==> config.mk <==
export PLATFORM = sky130hd
export DESIGN_NAME = width_reducer
export DESIGN_NICKNAME = d
export VERILOG_FILES = /design/src/logic/reducer_pkg.sv /design/src/logic/width_reducer.sv /design/src/logic/lane_select.sv /design/src/logic/slice_sequencer.sv /design/src/logic/word_fifo.sv
export SDC_FILE = /design/constraint.sdc
export NUM_CORES = 1
export LEC_CHECK = 0
export BUFFER_PORTS_ARGS = -buffer_cell sky130_fd_sc_hd__clkbuf_2
export CORE_UTILIZATION = 55
export DETAILED_ROUTE_END_ITERATION = 7
export HOLD_SLACK_MARGIN = 0.05
export PLACE_DENSITY_LB_ADDON = 0.15
export SLEW_MARGIN = 20
export SYNTH_ARGS = -nofsm -noshare
export SYNTH_HDL_FRONTEND = slang
export SYNTH_HIERARCHICAL = 1
export SYNTH_SLANG_ARGS = --single-unit
==> constraint.sdc <==
create_clock -name CLK -period 13 [get_ports CLK]
set_input_delay 0 -clock CLK [delete_from_list [all_inputs] [get_ports CLK]]
set_output_delay 0 -clock CLK [all_outputs]
set_load 0.05 [all_outputs]
==> src/logic/reducer_pkg.sv <==
`default_nettype none

package reducer_pkg;

  // fixed word geometry, four slices per wide word
  localparam int WIDE_WIDTH     = 128;
  localparam int SLICE_WIDTH    = 32;
  localparam int LANES          = 4;
  localparam int LANE_IDX_WIDTH = 2;

  // one wide word, seen as flat bits or as its slices
  // lane 0 sits in the low bits
  typedef union packed {
    logic [WIDE_WIDTH-1:0]              raw;
    logic [LANES-1:0][SLICE_WIDTH-1:0] lanes;
  } wide_word_u;

  // fifo occupancy flags
  typedef struct packed {
    logic not_empty;
    logic full;
    logic almost_full;
  } fifo_status_t;

  // sequencer to lane selector
  typedef struct packed {
    logic                      active;
    logic [LANE_IDX_WIDTH-1:0] lane;
  } lane_ctl_t;

  // narrow output slice
  typedef struct packed {
    logic                   valid;
    logic [SLICE_WIDTH-1:0] data;
  } slice_t;

endpackage

`default_nettype wire
==> src/logic/width_reducer.sv <==
`timescale 1ns/1ps
`default_nettype none

module width_reducer #(
  parameter int FIFO_ADDR_WIDTH = 3,
  parameter int FIFO_AF_MARGIN  = 2
) (
  input  wire                          CLK,
  input  wire                          RESETN,
  input  wire reducer_pkg::wide_word_u in_data,
  input  wire                          in_valid,
  output logic                         in_ready,
  output reducer_pkg::slice_t          out_slice
);

  // fifo head and flags
  reducer_pkg::wide_word_u   fifo_head;
  reducer_pkg::fifo_status_t fifo_status;

  // control from the sequencer
  logic                   fifo_pop;
  reducer_pkg::lane_ctl_t lane_ctl;

  // wide words land here straight from the source
  word_fifo #(
    .ADDR_WIDTH (FIFO_ADDR_WIDTH),
    .AF_MARGIN  (FIFO_AF_MARGIN)
  ) u_word_fifo (
    .CLK     (CLK),
    .RESETN  (RESETN),
    .wr_en   (in_valid),
    .wr_data (in_data),
    .pop     (fifo_pop),
    .head    (fifo_head),
    .status  (fifo_status)
  );

  slice_sequencer u_slice_sequencer (
    .CLK      (CLK),
    .RESETN   (RESETN),
    .status   (fifo_status),
    .pop      (fifo_pop),
    .lane_ctl (lane_ctl),
    .in_ready (in_ready)
  );

  // one slice per clock, registered
  lane_select u_lane_select (
    .CLK       (CLK),
    .RESETN    (RESETN),
    .head      (fifo_head),
    .lane_ctl  (lane_ctl),
    .out_slice (out_slice)
  );

endmodule

`default_nettype wire

==> src/logic/lane_select.sv <==
`timescale 1ns/1ps
`default_nettype none

module lane_select (
  input  wire                          CLK,
  input  wire                          RESETN,
  input  wire reducer_pkg::wide_word_u head,
  input  wire reducer_pkg::lane_ctl_t  lane_ctl,
  output reducer_pkg::slice_t          out_slice
);

  logic [reducer_pkg::SLICE_WIDTH-1:0] sel_data;
  reducer_pkg::slice_t                 slice_q;

  // pick the slice through the lanes view of the head word
  assign sel_data = head.lanes[lane_ctl.lane];

  // output register, data idles at all ones after reset
  always_ff @(posedge CLK) begin
    if (!RESETN) begin
      slice_q.valid <= 1'b0;
      slice_q.data  <= '1;
    end else begin
      slice_q.valid <= lane_ctl.active;
      slice_q.data  <= sel_data;
    end
  end

  assign out_slice = slice_q;

endmodule

`default_nettype wire

==> src/logic/slice_sequencer.sv <==
`timescale 1ns/1ps
`default_nettype none

module slice_sequencer (
  input  wire                           CLK,
  input  wire                           RESETN,
  input  wire reducer_pkg::fifo_status_t status,
  output logic                          pop,
  output reducer_pkg::lane_ctl_t        lane_ctl,
  output logic                          in_ready
);

  localparam logic [reducer_pkg::LANE_IDX_WIDTH-1:0] LAST_LANE =
    reducer_pkg::LANE_IDX_WIDTH'(reducer_pkg::LANES - 1);

  // current lane of the head word
  logic [reducer_pkg::LANE_IDX_WIDTH-1:0] lane_q;
  logic [reducer_pkg::LANE_IDX_WIDTH-1:0] lane_d;

  logic word_present;
  logic last_lane;
  logic ready_q;

  assign word_present = status.not_empty;
  assign last_lane    = (lane_q == LAST_LANE);

  // counter only moves while a word is waiting
  // so every word starts at lane 0
  always_comb begin
    lane_d = lane_q;
    if (word_present) begin
      if (last_lane) begin
        lane_d = '0;
      end else begin
        lane_d = lane_q + 1'b1;
      end
    end
  end

  always_ff @(posedge CLK) begin
    if (!RESETN) begin
      lane_q <= '0;
    end else begin
      lane_q <= lane_d;
    end
  end

  // head leaves the fifo together with its last slice
  assign pop = word_present && last_lane;

  always_comb begin
    lane_ctl.active = word_present;
    lane_ctl.lane   = lane_q;
  end

  // advisory ready, one cycle behind the fifo flags
  // low out of reset, the source should hold off until it rises
  always_ff @(posedge CLK) begin
    if (!RESETN) begin
      ready_q <= 1'b0;
    end else begin
      ready_q <= !(status.full || status.almost_full);
    end
  end

  assign in_ready = ready_q;

endmodule

`default_nettype wire

==> src/logic/word_fifo.sv <==
`timescale 1ns/1ps
`default_nettype none

module word_fifo #(
  parameter int ADDR_WIDTH = 3,
  parameter int AF_MARGIN  = 2
) (
  input  wire                        CLK,
  input  wire                        RESETN,
  input  wire                        wr_en,
  input  wire reducer_pkg::wide_word_u wr_data,
  input  wire                        pop,
  output reducer_pkg::wide_word_u    head,
  output reducer_pkg::fifo_status_t  status
);

  localparam int DEPTH = 2 ** ADDR_WIDTH;

  // occupancy levels in counter width
  localparam logic [ADDR_WIDTH:0] FULL_LEVEL = DEPTH[ADDR_WIDTH:0];
  localparam logic [ADDR_WIDTH:0] AF_LEVEL   = FULL_LEVEL - AF_MARGIN[ADDR_WIDTH:0];

  // storage holds the flat view of each word
  logic [reducer_pkg::WIDE_WIDTH-1:0] mem [DEPTH];

  logic [ADDR_WIDTH-1:0] wr_ptr;
  logic [ADDR_WIDTH-1:0] rd_ptr;
  logic [ADDR_WIDTH:0]   count;

  logic is_empty;
  logic is_full;
  logic wr_ok;
  logic rd_ok;

  assign is_empty = (count == '0);
  assign is_full  = (count == FULL_LEVEL);

  // writes into a full fifo are lost, pops of an empty one ignored
  assign wr_ok = wr_en && !is_full;
  assign rd_ok = pop && !is_empty;

  always_ff @(posedge CLK) begin
    if (wr_ok) begin
      mem[wr_ptr] <= wr_data.raw;
    end
  end

  // pointers wrap on their own, depth is a power of two
  always_ff @(posedge CLK) begin
    if (!RESETN) begin
      wr_ptr <= '0;
      rd_ptr <= '0;
    end else begin
      if (wr_ok) begin
        wr_ptr <= wr_ptr + 1'b1;
      end
      if (rd_ok) begin
        rd_ptr <= rd_ptr + 1'b1;
      end
    end
  end

  // occupancy, simultaneous write and pop leave it unchanged
  always_ff @(posedge CLK) begin
    if (!RESETN) begin
      count <= '0;
    end else begin
      case ({wr_ok, rd_ok})
        2'b10:   count <= count + 1'b1;
        2'b01:   count <= count - 1'b1;
        default: count <= count;
      endcase
    end
  end

  // first word falls through to the head
  assign head.raw = mem[rd_ptr];

  always_comb begin
    status.not_empty   = !is_empty;
    status.full        = is_full;
    status.almost_full = (count >= AF_LEVEL);
  end

endmodule

`default_nettype wire

Word-level counts from Yosys, hierarchy flattened
Memories as Yosys holds them, arrays and structs flattened. A register that Yosys moved wholly into a read port is not among the register bits.
Cells that the tools add are included.
- register bits after elaboration: 46
- memory bits (writable): 1024
- bits of input ports: 131
- memories: 1
- memory list (name ; words ; width ; read ports ; clocked after memory_dff ; write ports ; line ; RTL):
    u_word_fifo.mem ; 8 ; 128 ; 1 ; 1 ; 1 ; word_fifo.sv:24 ; logic [reducer_pkg::WIDE_WIDTH-1:0] mem [DEPTH];
- $add $sub $neg: 5
- $lt $le $gt $ge: 2
- eq/ne operators: 4
- muxes and demuxes: 8
- reductions and logical operators: 9
- operator list (kind ; number):
    32-bit binary-select mux with 2-bit select ; 1
    32-bit 2-to-1 mux ; 1
    4-bit case mux with 2 select lines ; 1
    3-bit by 1-bit adder with 3-bit output (second input constant) ; 2
    3-bit 2-to-1 mux ; 2
    4-bit by 1-bit adder with 4-bit output (second input constant) ; 1
    2-bit == test (second input constant) ; 2
    4-bit == test (second input constant) ; 1
    4-bit by 3-bit >= comparator with 1-bit output (second input constant) ; 1
    4-bit zero test ; 1
    4-bit by 1-bit subtractor with 4-bit output (second input constant) ; 1
    1-bit logical AND ; 3
    1-bit zero test ; 3
    2-bit by 3-bit < comparator with 1-bit output (second input constant) ; 1
    2-bit by 1-bit adder with 2-bit output (second input constant) ; 1
    2-bit by 1-bit == test with 1-bit output (second input constant) ; 1
    1-bit 2-to-1 mux ; 2
    2-bit 2-to-1 mux ; 1
    2-bit nonzero test ; 1
    1-bit logical OR ; 1

Depth between registers and ports, before layout
- word-level depth: 6
- mapped depth: 12
- depth with buffers taken out: 11

Hierarchy
The synthesis kept the hierarchy.
- modules (own cells, without submodules) (module ; times used ; cells each ; area an instance (sq um) ; seq. area each (sq um)):
    word_fifo ; 1 ; 1557 ; 39280.2 ; 31009.7
    lane_select ; 1 ; 147 ; 1720.4 ; 660.6
    slice_sequencer ; 1 ; 12 ; 137.6 ; 60.1

Least setup slack after synthesis
OpenSTA, ideal clock, no wires.
- kind: flip-flop to flip-flop
- start: register u_word_fifo.count[1]
- end: memory u_word_fifo/mem[0][0] in the netlist's numbering (enable)
- setup time: 929 ps
- arrival: 12829 ps
- data required time: 12071 ps
- setup slack: -758 ps
- stages on the path, launching flop included: 6
- buffers on the path: 2
- period minus slack after synthesis: 13758 ps
- cell sequence: dfxtp_1 > buf_2 > or4b_1 > buf_2 > nand2_4 > nor4_1
- word-level cells in the longest chain between the ends: 5
- ends and longest elaborated chain (item ; line ; RTL):
    start, declared ; word_fifo.sv:28 ; logic [ADDR_WIDTH:0] count;
    start signal, assigned ; word_fifo.sv:69 ; 2'b10: count <= count + 1'b1;
    start signal, assigned ; word_fifo.sv:70 ; 2'b01: count <= count - 1'b1;
    start signal, assigned ; word_fifo.sv:71 ; default: count <= count;
    4-bit == test ; word_fifo.sv:36 ; assign is_full = (count == FULL_LEVEL);
    1-bit zero test ; word_fifo.sv:39 ; assign wr_ok = wr_en && !is_full;
    1-bit logical AND ; word_fifo.sv:39 ;
    1-bit 2-to-1 mux ; word_fifo.sv:43 ; if (wr_ok) begin
    1-bit 2-to-1 mux (implied by the code) ; word_fifo.sv:44 ; mem[wr_ptr] <= wr_data.raw;
    end, declared ; word_fifo.sv:24 ;
Every way passes these cells.

==> results.md <==
* **unrepaired setup endpoints after global routing** false
* **total count of max-transition violations in the final report** 0
* **P_leak** 15.0 nW
* **clock tree from TritonCTS** built
* **remaining antenna violation count after routing** 0
* **Final setup violation count** 0
* **xor/xnor share of the synthesized area** 0.00149
* **minimum clock period after layout** 4.07 ns
* **Worst setup SP type** flop
* **share of flip-flops with an asynchronous set or reset** 0
* **maximum number of pins on one net before global-route repair** 129
* **Peak VDD IR** 0.0989 mV
* **CTS clk-pin slew, worst paths** 0.06 ns
* **count of TritonRoute iterations in the first routing pass** 5
* **DRC** 0
* **hold slack** 0.170 ns
* **Worst Hold Class** in2reg
* **dominant combinational cell family by area after synthesis** multiplexers
* **number of placed I/O pins** 165
* **slack of the critical path** 8.93 ns
* **Placement Setup Slack** 8.79 ns
* **portion of the post-synthesis area used by sequential elements** 0.771
* **y dimension of the die** 275 um
* **highest attainable clock frequency** 246 MHz
* **average wire length per cell after detail routing** 26.8 um
* **outcome** finished clean
* **initial antenna violation count** 11
* **top-area cell type share of the netlist area** 0.747
* **detail-routed via count per cell** 5.99
* **Area Growth Syn to Fin** 15.5%
* **ys flop type** sky130_fd_sc_hd__edfxtp_1
* **max-cap check violation count** 0
* **global-route congestion overflow total** 0
* **first-pass GRT wire length** 123000 um
* **net count of the mapped netlist** 1853
* **width of the die** 275 um
* **Setup TNS** 0 ns
* **most repeated cell in the gate-level netlist after synthesis** sky130_fd_sc_hd__edfxtp_1
* **detailed-placement wirelength estimate** 42700 um
* **ratio of final minimum period to clock period** 0.313
* **Starting DRT DRC Count** 1529
* **endpoints failing hold** 0
* **layout net count** 2193
* **clk buf depth** 3
* **nature of the critical path endpoint** flop
* **core box area** 73500 sq um
* **Clock Tree Root** sky130_fd_sc_hd__clkbuf_16
* **top post-synthesis cells by area** sky130_fd_sc_hd__edfxtp_1 75%, sky130_fd_sc_hd__mux4_2 13%, sky130_fd_sc_hd__mux2_2 3.5%
* **routability-driven placement congestion ratio** 0.751
* **data arrival time of the worst path** 4.55 ns
* **number of clock sinks** 1073
* **Num CTS Buffers** 105
* **area fraction in compound gates after synthesis** 0.00766
* **Slew @ Worst Pin** 1.04 ns
* **number of global-route vias before repair** 19426
* **Mapped Area** 41100 sq um
* **area share of fa/ha/maj cells after synthesis** 0.00182
* **basic-gate share of the synthesized area counting and, or, nand and nor cells** 0.00654
* **mux contribution to synthesized area** 0.193
* **FF+latch count, synth** 1073
* **number of levels the H-tree was split into** 3
* **total number of yosys warnings** 6
* **largest fanout on the critical path** 91
* **number of cells upsized or downsized after cts** 0
* **All-Layer GR Usage** 0.224
* **die footprint** 75900 sq um
* **count of distinct cell types in the synthesized netlist** 40
* **post-synthesis instance total** 1716
* **Initial Utilization** 0.560
* **Port Buf Inserts** 164
* **total via count after detailed routing** 18626
* **type of the worst setup path** reg2reg
* **Synth top cells by count** 1024 x sky130_fd_sc_hd__edfxtp_1, 238 x sky130_fd_sc_hd__mux4_2, 128 x sky130_fd_sc_hd__mux2_2
* **number of enable flip-flop cells after synthesis** 1024
* **Worst-Skew Late Latency** 0.65 ns
* **site row count** 99
* **post-detailed-routing wire length** 83300 um
* **clock skew** 0.0203 ns
* **fraction of final layout cells sized beyond drive strength 1** 0.339
* **Pwr Density** 153 nW/um^2
* **Relative slew margins** 0.310
* **required time of the critical path** 13.48 ns
* **leading area contributor after synthesis** sky130_fd_sc_hd__edfxtp_1
* **Post-Synthesis Mean Instance Area** 24.0 sq um
-- state kept, by name, summed over array words and instances, names as in the netlist, named ones only --
register	cells
u_word_fifo/mem	1024
u_lane_select/out_slice	33
u_slice_sequencer/in_ready	1
u_word_fifo/wr_ptr	3
u_slice_sequencer/lane_q	2
u_word_fifo/rd_ptr	3
u_word_fifo/count	4
-- path summary, 6_finish.rpt --
check | start | to | slack [ns] | cells past startpoint
worst max-delay path | flop | u_lane_select/out_slice[11] | 8.93 | 6
worst min-delay path | in_data[107] | u_word_fifo/mem[0][107] | 0.17 | 2
worst max register to register | flop | u_lane_select/out_slice[11] | 8.93 | 6
worst min register to register | u_word_fifo/count[3] | u_word_fifo/count[3] | 0.52 | 2
-- metrics by stage --
stage	instances	util	cell area (sq um)	power [mW]
6_report	3109	0.647	47500	7.26
5_1_grt	3108	0.647	47500	7.48
4_1_cts	3104	0.647	47500	7.32
3_5_place_dp	2777	0.583	42800	4.35
3_3_place_gp	2777	0.583	42800	4.33
2_1_floorplan	1716	-	41100	4.21
-- where the power goes --
part           switching (mW)  internal, mW
sequential             0.0357          3.89
combinational           0.243         0.142
clock                    1.22          1.73
total                    1.50          5.76
-- routing by layer --
| metal | share of wire | track usage |
|---|---|---|
| met3 | 0.058 | 0.0403 |
| met5 | 0.0010 | 0 |
| met2 | 0.49 | 0.356 |
| met4 | 0.014 | 0.0505 |
| met1 | 0.44 | 0.328 |
-- worst max-delay path, cell delays in order (launching register included) --
cell and delay (ns):
sky130_fd_sc_hd__dfxtp_4 0.87, sky130_fd_sc_hd__buf_12 0.61, sky130_fd_sc_hd__buf_12 0.62, sky130_fd_sc_hd__mux4_2 0.58, sky130_fd_sc_hd__mux2_2 0.27, sky130_fd_sc_hd__mux2i_1 0.59, sky130_fd_sc_hd__a22oi_1 0.14
-- area by class of cell --
type,instances,area (sq um)
antenna,5,12.5
clock buffer,146,2980
clock inverter,50,407
fill,4846,25900
inverter,2,7.51
multi-input combinational,550,8730
sequential,1073,31700
tap,959,1200
timing repair buffer,324,2440
-- kinds of logic after synthesis --
logic type / count (synthesis)
compound gates: 41
xor+xnor: 7
fa+ha+maj: 6
buf+inv: 93
flops: 1073
mux: 451
simple gates: 45
-- cells in the final DEF, fill, tap and decap left out, types with 8 or more instances in the layout --
cell type | Yosys | layout
sky130_fd_sc_hd__a22oi_1 | 29 | 29
sky130_fd_sc_hd__mux4_2 | 238 | 238
sky130_fd_sc_hd__clkbuf_2 | 0 | 164
sky130_fd_sc_hd__edfxtp_1 | 1024 | 1024
sky130_fd_sc_hd__and2_1 | 8 | 8
sky130_fd_sc_hd__mux2_2 | 128 | 128
sky130_fd_sc_hd__clkbuf_1 | 22 | 28
sky130_fd_sc_hd__dfxtp_1 | 49 | 45
sky130_fd_sc_hd__clkbuf_16 | 0 | 111
sky130_fd_sc_hd__mux4_1 | 18 | 18
sky130_fd_sc_hd__clkinv_1 | 0 | 20
sky130_fd_sc_hd__dlygate4sd3_1 | 0 | 131
sky130_fd_sc_hd__clkinv_2 | 0 | 21
sky130_fd_sc_hd__buf_4 | 2 | 22
sky130_fd_sc_hd__mux2i_1 | 67 | 67
-- repair_timing --
item / 4_1_cts / 5_1_grt
hold endpoints to repair: 1044 / 0
hold buffers: 131 / 0
setup buffers: 0 / 0
No activity file was read; power rests on OpenSTA's default activity.
